File: config.mk
export PLATFORM = sky130hd
export DESIGN_NAME = fog_closed_loop
export DESIGN_NICKNAME = d
export VERILOG_FILES = /design/src/verilog/fog_cfg_pkg.sv /design/src/verilog/fog_loop_pkg.sv /design/src/verilog/fog_cfg_decode.sv /design/src/verilog/fog_err_demod.sv /design/src/verilog/fog_loop_integrator.sv /design/src/verilog/fog_closed_loop.sv
export SDC_FILE = /design/constraint.sdc
export NUM_CORES = 1
export LEC_CHECK = 0
export CORE_AREA = 2 2 189 191
export DETAILED_ROUTE_END_ITERATION = 10
export DIE_AREA = 0 0 191 193
export DONT_BUFFER_PORTS = 1
export PLACE_DENSITY = 0.85
export SETUP_SLACK_MARGIN = 0.2
export SYNTH_ARGS = -nofsm -noshare
export SYNTH_HDL_FRONTEND = slang
export SYNTH_HIERARCHICAL = 1
export SYNTH_SLANG_ARGS = --single-unit
File: constraint.sdc
create_clock -name i_clk -period 17.4 [get_ports i_clk]
set_input_delay 0.87 -clock i_clk [delete_from_list [all_inputs] [get_ports i_clk]]
set_output_delay 0.87 -clock i_clk [all_outputs]
set_load 0.01 [all_outputs]
File: src/verilog/fog_cfg_pkg.sv
package fog_cfg_pkg;

	// host register map
	localparam int CFG_ADDR_W = 2;
	localparam int CFG_DATA_W = 32;

	localparam logic [CFG_ADDR_W-1:0] CFG_ADDR_MODE   = 2'd0;
	localparam logic [CFG_ADDR_W-1:0] CFG_ADDR_WAIT   = 2'd1;
	localparam logic [CFG_ADDR_W-1:0] CFG_ADDR_OFFSET = 2'd2;
	localparam logic [CFG_ADDR_W-1:0] CFG_ADDR_GAIN   = 2'd3;

	// field widths of the held settings
	localparam int AVG_SEL_W    = 4;
	localparam int GAIN_SHIFT_W = 5;

	// bits left over above the mode fields
	localparam int MODE_RSVD_W = CFG_DATA_W - AVG_SEL_W - 2;

	// mode word, enable sits in bit 0
	typedef struct packed {
		logic [MODE_RSVD_W-1:0] reserved;
		logic [AVG_SEL_W-1:0]   avg_sel;
		logic                   polarity;
		logic                   enable;
	} cfg_mode_t;

	// one host word seen two ways
	// mode fields at CFG_ADDR_MODE, a plain number everywhere else
	typedef union packed {
		cfg_mode_t             mode;
		logic [CFG_DATA_W-1:0] raw;
	} cfg_word_u;

endpackage

File: src/verilog/fog_loop_pkg.sv
package fog_loop_pkg;

	// detector ADC sample width
	localparam int ADC_BIT = 14;

	// accumulator and error width
	localparam int DATA_W = 32;

	// largest averaging exponent, 2^6 = 64 samples
	// 64 full-scale 14 bit samples still fit well inside DATA_W
	localparam int AVG_SEL_MAX = 6;

	// serrodyne ramp phase, wraps modulo 2^16
	localparam int PHASE_W = 16;

	// demodulator states
	// each half period waits for a trigger, settles, then averages
	typedef enum logic [2:0] {
		IDLE,
		WAIT_L,
		SETTLE_L,
		ACQ_L,
		WAIT_H,
		SETTLE_H,
		ACQ_H,
		ERR_OUT
	} demod_state_e;

endpackage

File: src/verilog/fog_cfg_decode.sv
`timescale 1ns/1ps

module fog_cfg_decode (
	input  logic                                      i_clk,
	input  logic                                      i_rst_n,
	input  logic                                      i_cfg_wr,
	input  logic [fog_cfg_pkg::CFG_ADDR_W-1:0]        i_cfg_addr,
	input  fog_cfg_pkg::cfg_word_u                    i_cfg_data,
	output logic                                      o_enable,
	output logic                                      o_polarity,
	output logic [fog_cfg_pkg::AVG_SEL_W-1:0]         o_avg_sel,
	output logic [fog_cfg_pkg::CFG_DATA_W-1:0]        o_wait_cnt,
	output logic signed [fog_cfg_pkg::CFG_DATA_W-1:0] o_err_offset,
	output logic [fog_cfg_pkg::GAIN_SHIFT_W-1:0]      o_gain_shift
);

	import fog_cfg_pkg::*;
	import fog_loop_pkg::*;

	logic [AVG_SEL_W-1:0] avg_sel_clamp;

	// limit the exponent so the demodulator never sees more than 64 samples
	always_comb begin
		if (i_cfg_data.mode.avg_sel > AVG_SEL_W'(AVG_SEL_MAX)) begin
			avg_sel_clamp = AVG_SEL_W'(AVG_SEL_MAX);
		end else begin
			avg_sel_clamp = i_cfg_data.mode.avg_sel;
		end
	end

	// settings held until the next write to the same address
	always_ff @(posedge i_clk or negedge i_rst_n) begin
		if (!i_rst_n) begin
			o_enable     <= 1'b0;
			o_polarity   <= 1'b0;
			o_avg_sel    <= '0;
			o_wait_cnt   <= '0;
			o_err_offset <= '0;
			o_gain_shift <= '0;
		end else if (i_cfg_wr) begin
			case (i_cfg_addr)
				CFG_ADDR_MODE: begin
					// mode word is decoded field by field
					o_enable   <= i_cfg_data.mode.enable;
					o_polarity <= i_cfg_data.mode.polarity;
					o_avg_sel  <= avg_sel_clamp;
				end
				CFG_ADDR_WAIT: begin
					o_wait_cnt <= i_cfg_data.raw;
				end
				CFG_ADDR_OFFSET: begin
					o_err_offset <= signed'(i_cfg_data.raw);
				end
				CFG_ADDR_GAIN: begin
					// only the low bits carry a meaningful shift
					o_gain_shift <= i_cfg_data.raw[GAIN_SHIFT_W-1:0];
				end
			endcase
		end
	end

endmodule

File: src/verilog/fog_err_demod.sv
`timescale 1ns/1ps

module fog_err_demod (
	input  logic                                      i_clk,
	input  logic                                      i_rst_n,
	input  logic                                      i_enable,
	input  logic                                      i_polarity,
	input  logic [fog_cfg_pkg::AVG_SEL_W-1:0]         i_avg_sel,
	input  logic [fog_cfg_pkg::CFG_DATA_W-1:0]        i_wait_cnt,
	input  logic signed [fog_cfg_pkg::CFG_DATA_W-1:0] i_err_offset,
	input  logic                                      i_trig,
	input  logic signed [fog_loop_pkg::ADC_BIT-1:0]   i_adc_data,
	output logic signed [fog_loop_pkg::DATA_W-1:0]    o_err,
	output logic                                      o_err_valid
);

	import fog_loop_pkg::*;

	demod_state_e state;
	demod_state_e state_nxt;

	logic                     r_trig;
	logic signed [DATA_W-1:0] r_adc;
	logic [DATA_W-1:0]        r_cnt;
	logic [DATA_W-1:0]        acq_len;
	logic                     cnt_zero;
	logic signed [DATA_W-1:0] r_sum;
	logic signed [DATA_W-1:0] sum_nxt;
	logic signed [DATA_W-1:0] avg_cur;
	logic signed [DATA_W-1:0] r_avg_l;
	logic signed [DATA_W-1:0] diff;
	logic signed [DATA_W-1:0] err_nxt;

	// input register stage for trigger and ADC
	always_ff @(posedge i_clk or negedge i_rst_n) begin
		if (!i_rst_n) begin
			r_trig <= 1'b0;
		end else begin
			r_trig <= i_trig;
		end
	end

	// sign extension to the accumulator width
	always_ff @(posedge i_clk) begin
		r_adc <= {{(DATA_W-ADC_BIT){i_adc_data[ADC_BIT-1]}}, i_adc_data};
	end

	// samples per half minus one, counted down to zero
	assign acq_len  = (DATA_W'(1) << i_avg_sel) - DATA_W'(1);
	assign cnt_zero = (r_cnt == '0);

	// running sum including this cycle's sample
	assign sum_nxt = r_sum + r_adc;
	assign avg_cur = sum_nxt >>> i_avg_sel;

	// high average plus offset minus low average
	assign diff    = avg_cur + i_err_offset - r_avg_l;
	assign err_nxt = i_polarity ? -diff : diff;

	always_comb begin
		state_nxt = state;
		case (state)
			IDLE: begin
				if (i_enable) begin
					state_nxt = WAIT_L;
				end
			end
			WAIT_L: begin
				if (r_trig) begin
					state_nxt = SETTLE_L;
				end
			end
			SETTLE_L: begin
				if (cnt_zero) begin
					state_nxt = ACQ_L;
				end
			end
			ACQ_L: begin
				if (cnt_zero) begin
					state_nxt = WAIT_H;
				end
			end
			WAIT_H: begin
				if (r_trig) begin
					state_nxt = SETTLE_H;
				end
			end
			SETTLE_H: begin
				if (cnt_zero) begin
					state_nxt = ACQ_H;
				end
			end
			ACQ_H: begin
				if (cnt_zero) begin
					state_nxt = ERR_OUT;
				end
			end
			ERR_OUT: begin
				state_nxt = WAIT_L;
			end
			default: begin
				state_nxt = IDLE;
			end
		endcase
		// disable wins from any state, period is dropped
		if (!i_enable) begin
			state_nxt = IDLE;
		end
	end

	always_ff @(posedge i_clk or negedge i_rst_n) begin
		if (!i_rst_n) begin
			state   <= IDLE;
			r_cnt   <= '0;
			r_sum   <= '0;
			r_avg_l <= '0;
			o_err   <= '0;
		end else begin
			state <= state_nxt;
			case (state)
				WAIT_L, WAIT_H: begin
					// settle length is armed while waiting
					r_cnt <= i_wait_cnt;
				end
				SETTLE_L, SETTLE_H: begin
					r_sum <= '0;
					if (cnt_zero) begin
						r_cnt <= acq_len;
					end else begin
						r_cnt <= r_cnt - DATA_W'(1);
					end
				end
				ACQ_L: begin
					r_sum <= sum_nxt;
					r_cnt <= r_cnt - DATA_W'(1);
					if (cnt_zero) begin
						r_avg_l <= avg_cur;
					end
				end
				ACQ_H: begin
					r_sum <= sum_nxt;
					r_cnt <= r_cnt - DATA_W'(1);
					if (state_nxt == ERR_OUT) begin
						o_err <= err_nxt;
					end
				end
				default: begin
					r_cnt <= '0;
					r_sum <= '0;
				end
			endcase
		end
	end

	// one strobe per period, error already settled in ERR_OUT
	assign o_err_valid = (state == ERR_OUT);

endmodule

File: src/verilog/fog_loop_integrator.sv
`timescale 1ns/1ps

module fog_loop_integrator (
	input  logic                                   i_clk,
	input  logic                                   i_rst_n,
	input  logic signed [fog_loop_pkg::DATA_W-1:0] i_err,
	input  logic                                   i_err_valid,
	input  logic [fog_cfg_pkg::GAIN_SHIFT_W-1:0]   i_gain_shift,
	output logic signed [fog_loop_pkg::DATA_W-1:0] o_rate,
	output logic                                   o_rate_valid,
	output logic [fog_loop_pkg::PHASE_W-1:0]       o_phase,
	output logic                                   o_ramp_valid
);

	import fog_loop_pkg::*;

	logic signed [DATA_W-1:0] err_step;
	logic [PHASE_W-1:0]       rate_lsb;

	// loop gain as an arithmetic right shift
	assign err_step = i_err >>> i_gain_shift;

	// ramp step uses the low bits of the updated rate
	assign rate_lsb = o_rate[PHASE_W-1:0];

	// first stage, rate accumulator
	always_ff @(posedge i_clk or negedge i_rst_n) begin
		if (!i_rst_n) begin
			o_rate       <= '0;
			o_rate_valid <= 1'b0;
		end else begin
			o_rate_valid <= i_err_valid;
			if (i_err_valid) begin
				o_rate <= o_rate + err_step;
			end
		end
	end

	// second stage, serrodyne phase
	// runs one cycle behind the rate so both can be busy at once
	always_ff @(posedge i_clk or negedge i_rst_n) begin
		if (!i_rst_n) begin
			o_phase      <= '0;
			o_ramp_valid <= 1'b0;
		end else begin
			o_ramp_valid <= o_rate_valid;
			if (o_rate_valid) begin
				// wraps modulo 2^PHASE_W, a full 2 pi reset
				o_phase <= o_phase + rate_lsb;
			end
		end
	end

endmodule

File: src/verilog/fog_closed_loop.sv
`timescale 1ns/1ps

module fog_closed_loop (
	input  logic                                    i_clk,
	input  logic                                    i_rst_n,
	input  logic                                    i_cfg_wr,
	input  logic [fog_cfg_pkg::CFG_ADDR_W-1:0]      i_cfg_addr,
	input  fog_cfg_pkg::cfg_word_u                  i_cfg_data,
	input  logic                                    i_trig,
	input  logic signed [fog_loop_pkg::ADC_BIT-1:0] i_adc_data,
	output logic signed [fog_loop_pkg::DATA_W-1:0]  o_err,
	output logic                                    o_err_valid,
	output logic signed [fog_loop_pkg::DATA_W-1:0]  o_rate,
	output logic                                    o_rate_valid,
	output logic [fog_loop_pkg::PHASE_W-1:0]        o_phase,
	output logic                                    o_ramp_valid
);

	import fog_cfg_pkg::*;

	// held settings from the register decode
	logic                         enable;
	logic                         polarity;
	logic [AVG_SEL_W-1:0]         avg_sel;
	logic [CFG_DATA_W-1:0]        wait_cnt;
	logic signed [CFG_DATA_W-1:0] err_offset;
	logic [GAIN_SHIFT_W-1:0]      gain_shift;

	fog_cfg_decode u_decode (
		.i_clk        (i_clk),
		.i_rst_n      (i_rst_n),
		.i_cfg_wr     (i_cfg_wr),
		.i_cfg_addr   (i_cfg_addr),
		.i_cfg_data   (i_cfg_data),
		.o_enable     (enable),
		.o_polarity   (polarity),
		.o_avg_sel    (avg_sel),
		.o_wait_cnt   (wait_cnt),
		.o_err_offset (err_offset),
		.o_gain_shift (gain_shift)
	);

	fog_err_demod u_demod (
		.i_clk        (i_clk),
		.i_rst_n      (i_rst_n),
		.i_enable     (enable),
		.i_polarity   (polarity),
		.i_avg_sel    (avg_sel),
		.i_wait_cnt   (wait_cnt),
		.i_err_offset (err_offset),
		.i_trig       (i_trig),
		.i_adc_data   (i_adc_data),
		.o_err        (o_err),
		.o_err_valid  (o_err_valid)
	);

	fog_loop_integrator u_integrator (
		.i_clk        (i_clk),
		.i_rst_n      (i_rst_n),
		.i_err        (o_err),
		.i_err_valid  (o_err_valid),
		.i_gain_shift (gain_shift),
		.o_rate       (o_rate),
		.o_rate_valid (o_rate_valid),
		.o_phase      (o_phase),
		.o_ramp_valid (o_ramp_valid)
	);

endmodule

==> flow_summary.toml, run 1 <==
[cells_and_area]
nFillCells = 2766
diodes = 0
instances_no_fill = 2993
fin_nets = 2708
drive_gt1_share_pct = 11.1
multiInputGateArea_mm2 = 0.0149
syn2layout_area_growth_pct = 5.54
register_area_mm2 = 0.00671
fin_area_mm2 = 0.0240

[timing]
timing.final.hold_violations = 0
finalCritPeriodShare_pct = 46.2
fin_worst_skew_ns = 0.0244
rsz0062_at_grt = "false"
fmax_mhz = 124
slew-limit-headroom_pct = 17.1
fin_setup_tns_ns = 0
period_needed_ns = 8.04
finalSetupViolations = 0
drv_slew = 0
worstMarginPinSlew_ns = 1.24

[run]
drv_cap = 0

[logic_synthesis]
synth_top_area_share_pct = 28.3
yosys.area.top_type = "dfrtp_1"
yosysUniqueCellTypes = 108
yosys_most_used_dff = "dfrtp_1"
synth_top_family_by_area = "compound AO/OA/AOI/OAI gates"
synth.mux.area_fraction_pct = 11.4
synthCells = 2607
avgSynthCellArea_um2 = 8.72
synth_async_sr_flop_share_pct = 94.8
synthesis.area_mm2 = 0.0227
synth-edff-count = 0
ys_warn_count = 6
ys_seq_area_share_pct = 29.5
ys_ff_latch = 271
synth_area_leaders = "dfrtp_1 28%, ha_1 6.3%, mux2_2 5.7%"
synth-compound-area-share_pct = 23.1
synth_xor_area_share_pct = 5.32
synth_nets = 2807
synth_simple_gate_area_share_pct = 16.2
synth-adder-area-share_pct = 9.27

[power]
peakVddDrop_uv = 146
p_leak_nw = 10.9
powerDensity_mw_per_mm2 = 147

[drt]
ant_nets = 0
vias = 20300
post_drt_via_cell_ratio = 6.78
dr.pass1.iters = 6
dr.first_iter.drc_count = 1699
drc = 0
postRouteWirelength_um = 67500
wl_per_cell_um = 22.5

[floorplan]
die_area_mm2 = 0.0369
core_region_area_mm2 = 0.0350
fp.dieW_um = 191
pin_count = 135
rows = 69
die_y_um = 193
start_util_pct = 65.0

[hold_path]
worstHoldPathType = "in2async"

[worst_setup_path]
crit_type = "reg2reg"
r2r_start = "u_demod/r_adc[13]"
crit_required_ns = 17.87
crit_path_end_kind = "flip-flop"
start_kind = "flip-flop"
worstPathMaxFanout = 19
critPathLaunch = "u_demod/r_adc[13]"
worstPathArrival_ns = 8.51

[placed_design]
post-place-cells = 2935
dp_hpwl_um = 49800
placed_area_mm2 = 0.0228
globalplace.congestion = 0.956
io_buffers = 0

[global_route]
grt-ovfl-total = 0
grtUsageTotal_pct = 36.0
grt_start_max_net_pins = 196
grt_pass1_vias = 19400
grt_pass1_wl_um = 105000
antenna_found_initial = 3

[cts]
path_clk_slew_ns = 0.06
cts_root_buf = "clkbuf_16"
tritoncts = "built"
insertion_delay_ns = 0.60
htree_levels = 1
numCtsBuffers = 30
cts_buffer_depth = 3
clkSinkCount = 271

[run_status]
status = "finished, final reports clean"
==> metrics by stage <==
step	util [%]	worst slack (ns)	power [W]	hold WS, ns
6_report	68.6	9.36	0.00353	0.170
2_1_floorplan	-	10.79	0.00228	0.433
5_1_grt	68.6	8.85	0.00376	0.181
3_3_place_gp	65.3	9.75	0.00270	0.449
4_1_cts	68.6	9.58	0.00349	0.169
3_5_place_dp	65.3	9.64	0.00274	0.475
==> timing repair <==
| item | in CTS | in global routing |
|---|---|---|
| hold endpoints to repair | 195 | 0 |
| buffers inserted | 0 | 0 |
| endpoints found under the setup margin | 0 | 0 |
| hold buffers | 2 | 0 |
| resized for setup | 0 | 0 |
==> worst paths after layout <==
| kind | end | slack, ns | cells after the start |
|---|---|---|---|
| max in group asynchronous | u_demod/r_cnt[7] | 16.31 | 1 |
| max | u_demod/o_err[28] | 9.36 | 24 |
| min | u_decode/o_err_offset[3] | 0.17 | 1 |
| min reg2reg | u_demod/r_sum[4] | 0.49 | 2 |
| min in group i_clk | u_demod/r_trig | 0.30 | 0 |
| max reg2reg | u_demod/o_err[28] | 9.36 | 24 |
==> area by class of cell <==
type / instances / share of cell area, %
Tap cell: 461 / 2.40
Timing Repair Buffer: 20 / 0.792
Sequential cell: 271 / 28.0
Inverter: 142 / 2.22
Multi-Input combinational cell: 2043 / 62.0
Clock buffer: 36 / 3.26
Clock inverter: 20 / 1.39
==> cell usage after synthesis, drive strengths merged, types with 10 or more instances <==
| cell type | n |
|---|---|
| a211o | 11 |
| a211oi | 32 |
| a21o | 75 |
| a21oi | 173 |
| a22o | 19 |
| a31oi | 22 |
| and2 | 20 |
| and3 | 17 |
| and4 | 13 |
| buf | 46 |
| clkbuf | 105 |
| dfrtp | 257 |
| dfxtp | 14 |
| fa | 34 |
| ha | 114 |
| inv | 142 |
| mux2 | 123 |
| mux2i | 48 |
| mux4 | 32 |
| nand2 | 305 |
| nand2b | 21 |
| nand3 | 51 |
| nand4 | 35 |
| nor2 | 156 |
| nor2b | 15 |
| nor3 | 49 |
| nor4 | 18 |
| o211ai | 37 |
| o21a | 26 |
| o21ai | 224 |
| o21bai | 17 |
| o221ai | 11 |
| o22ai | 10 |
| o31ai | 26 |
| or3 | 20 |
| or4 | 15 |
| xnor2 | 78 |
| xor2 | 60 |
==> registers in the layout (all words and copies together), names as in the netlist, 3 cells and up <==
signal / cells
u_decode/o_avg_sel: 4
u_demod/r_avg_l: 32
u_integrator/o_phase: 16
u_demod/r_cnt: 32
u_demod/state: 3
u_integrator/o_rate: 32
u_demod/r_sum: 32
u_decode/o_err_offset: 32
u_decode/o_gain_shift: 5
u_demod/o_err: 32
u_decode/o_wait_cnt: 32
u_demod/r_adc: 14
==> placed cells by master (no fill, tap or decap), types with 47 or more instances in the layout <==
master   Yosys  layout
mux2_2     116     116
dfrtp_1    257     256
mux2i_1     48      48
a21o_1      75      75
inv_1      137     137
o21ai_0    187     187
ha_1       114     114
xor2_1      60      60
nor2_1     156     156
nor3_1      47      47
xnor2_1     78      78
nand3_1     51      51
nand2_1    304     304
a21oi_1    166     165
==> layer usage <==
| layer | track usage (%) | share of wire [%] | wire length (um) |
|---|---|---|---|
| met2 | 58.9 | 46 | 31300 |
| met5 | 0 | 0.037 | 25 |
| met1 | 46.3 | 40 | 27200 |
| met3 | 5.92 | 7.7 | 5190 |
| met4 | 18.4 | 5.5 | 3710 |
==> logic make-up after synthesis <==
| group | after synthesis |
|---|---|
| AOI/OAI and AO/OA | 787 |
| and+or+nand+nor | 767 |
| buffers and inverters | 293 |
| DFF | 271 |
| muxes | 203 |
| adders and majority gates | 148 |
| xor gates and xnor gates | 138 |
==> critical path, cell delays in order, from the launching register on <==
cell	delay [ns]
dfxtp_1	0.86
ha_1	0.44
nand4_1	0.15
nor2_1	0.18
nand4_1	0.21
a21o_1	0.27
a21oi_1	0.56
o21ai_1	0.22
a31oi_1	0.30
nor2_1	0.12
a2111oi_0	0.77
nor2_1	0.19
fa_1	0.54
inv_1	0.04
ha_1	0.50
nand2_1	0.15
o21ai_0	0.25
o32ai_1	0.13
a31oi_1	0.42
a21oi_1	0.16
xor2_1	0.29
nand4_1	0.38
o31ai_2	0.36
xor2_1	0.12
mux2_2	0.28
==> power by group <==
group,internal [W],total [W],switching (W)
Combinational,0.000754,0.00204,0.00128
Clock,0.000431,0.000718,0.000287
Sequential,0.000703,0.000774,0.0000709
Note: power is estimated with default switching activity, not from simulation.
==> inputs of run 2 (changes only) <==
==> constraint.sdc (replaced) <==
create_clock -name i_clk -period 8.25 [get_ports i_clk]
set_input_delay 0.4125 -clock i_clk [delete_from_list [all_inputs] [get_ports i_clk]]
set_output_delay 0.4125 -clock i_clk [all_outputs]
set_load 0.01 [all_outputs]
==> run 2 against run 1 <==
Against the previous run:
- clock-buffer cell count increased by 6
- largest cell class unchanged
- register-to-register slack worse by 8.8 ns
- first-iteration DRC count grew 43%
- wire length up 2.7%
- via count up 2.9%
- critical path type unchanged
- final cell count grew 1.7%
- non-clock buffer count increased by 50
- die area unchanged
- clock power increased by 100%
- sequential power rose by 110%
- highest routed layer is now met4
- total power rose by 110%
==> flow_summary.toml, run 2 (synthesis results as in run 1) <==
[run_status]
status = "finished, final reports clean"

[floorplan]
die_y_um = 193
pin_count = 135
core_region_area_mm2 = 0.0350
die_area_mm2 = 0.0369
start_util_pct = 65.0
fp.dieW_um = 191
rows = 69

[power]
intPower_w = 0.00394
powerDensity_mw_per_mm2 = 302
power.switching_w = 0.00344
p_sw_share_pct = 46.6
power_frac_comb_pct = 58.3
p_clk_share_pct = 19.5
p_seq_share_pct = 22.2
p_leak_nw = 11.1
peakVddDrop_uv = 213

[placed_design]
io_buffers = 0
post-place-ws_ns = 0.846
dp_hpwl_um = 49400
globalplace.congestion = 0.988
placed_area_mm2 = 0.0228

[cts]
numCtsBuffers = 30
clkSinkCount = 271
cts_root_buf = "clkbuf_16"
htree_levels = 1
insertion_delay_ns = 0.59
cts_buffer_depth = 3
path_clk_slew_ns = 0.06
tritoncts = "built"

[global_route]
grt_pass1_vias = 20000
antenna_found_initial = 1
grt-ovfl-total = 0
grt_start_max_net_pins = 258
grtUsageTotal_pct = 37.0
grt_pass1_wl_um = 108000

[timing]
fin_setup_tns_ns = 0
rsz0062_at_grt = "false"
finalSetupViolations = 0
slew-limit-headroom_pct = 17.5
worst_slack_ns = 0.567
fmax_mhz = 130
worstMarginPinSlew_ns = 1.24
fin_worst_skew_ns = 0.0153
drv_slew = 0
period_needed_ns = 7.68
finalCritPeriodShare_pct = 93.1
timing.final.hold_violations = 0

[cells_and_area]
mostFrequentLayoutCell = "nand2_1"
drive_gt1_share_pct = 10.9
fin_nets = 2758
fin_area_mm2 = 0.0245
final_cell_mix = "304 x nand2_1, 256 x dfrtp_1, 187 x o21ai_0"
syn2layout_area_growth_pct = 7.53

[drt]
postRouteWirelength_um = 69300
dr.pass1.iters = 6
ant_nets = 0
dr.first_iter.drc_count = 2427
post_drt_via_cell_ratio = 6.86
drc = 0
vias = 20900
wl_per_cell_um = 22.7

[worst_setup_path]
crit_required_ns = 8.71
start_kind = "flip-flop"
reg2reg_depth = 23
worstPathMaxFanout = 8
worstPathArrival_ns = 8.14
crit_path_end_kind = "flip-flop"
crit_type = "reg2reg"

[hold_path]
hold_path_depth = 2
worstHoldPathType = "in2reg"

[run]
drv_cap = 0
[run 2: cell count changes in the layout (fill, tap and decap cells not counted), sizes merged]
cell         change
clkinvlp         -2
dlygate4sd3     +49
bufinv           -3
buf              +1
diode            +3
clkbuf           +6
inv              -3
clkinv           +1
[run 2: worst paths after layout]
| path | end | slack, ns | startpoint |
|---|---|---|---|
| min reg2reg | u_demod/r_sum[9] | 0.49 | u_demod/r_sum[9] |
| min in group asynchronous | u_demod/o_err[0] | 0.40 | i_rst_n |
| min | u_decode/o_avg_sel[0] | 0.03 | i_cfg_data[5] |
| max | u_demod/o_err[29] | 0.57 | u_demod/r_sum[4] |
| max reg2reg | u_demod/o_err[29] | 0.57 | u_demod/r_sum[4] |
| max in group asynchronous | u_demod/r_cnt[29] | 6.71 | i_rst_n |
[run 2: through the flow]
step	hold WS, ns	power, W	util, %	std cells
2_1_floorplan	0.117	0.00481	-	2607
3_3_place_gp	0.133	0.00561	65.3	2936
3_5_place_dp	0.132	0.00573	65.3	2936
4_1_cts	0.0165	0.00725	69.8	3040
5_1_grt	0.0490	0.00785	69.9	3043
6_report	0.0338	0.00738	69.9	3045
[run 2: timing repair]
item / CTS / global route
endpoints found under the hold margin: 346 / 106
gates resized for setup: 0 / 2
hold buffers: 49 / 1
setup endpoints to repair: 0 / 8
setup buffers: 0 / 0
[run 2: routing by layer]
layer,global-route usage [%],share of wire [%],routed length (um),up-vias
met5,0,0,0,-
met4,19.6,5.6,3860,0
li1,-,-,-,9422
met3,5.65,8.0,5570,221
met2,60.5,47,32300,1092
met1,47.9,40,27500,10200
[run 2: worst max-delay path, stage by stage (launching register included)]
cell and delay [ns]:
dfrtp_1 0.39, ha_1 0.47, nand4_1 0.32, a2111oi_2 0.70
nor3_1 0.19, o21bai_1 0.21, xor2_1 0.44, mux4_2 0.37
mux2_1 0.18, a2bb2oi_1 0.37, inv_1 0.14, fa_1 0.53
inv_1 0.05, ha_1 0.41, a21oi_1 0.31, o21ai_0 0.18
nor2_1 0.27, a21oi_1 0.12, or3_1 0.37, a211oi_2 0.40
nand4_1 0.40, o31ai_1 0.42, xor2_1 0.21, o21ai_1 0.08
[run 2: cell type report]
type / instances / area, um^2
inverter: 142 / 533
sequential: 271 / 6710
antenna: 3 / 7.51
fill: 2637 / 10500
timing repair buffer: 70 / 688
clock buffer: 42 / 856
multi-input combinational: 2043 / 14900
tap: 461 / 577
clock inverter: 13 / 204
[run 2: power groups by stage]
stage | clock (W) | sequential (W) | combinational (W)
final | 0.00144 | 0.00164 | 0.00430
after global routing | 0.00151 | 0.00165 | 0.00468
after CTS | 0.00145 | 0.00162 | 0.00418
after detailed placement | 0 | 0.00165 | 0.00408
after global placement | 0 | 0.00163 | 0.00398
after floorplan | 0 | 0.00159 | 0.00322
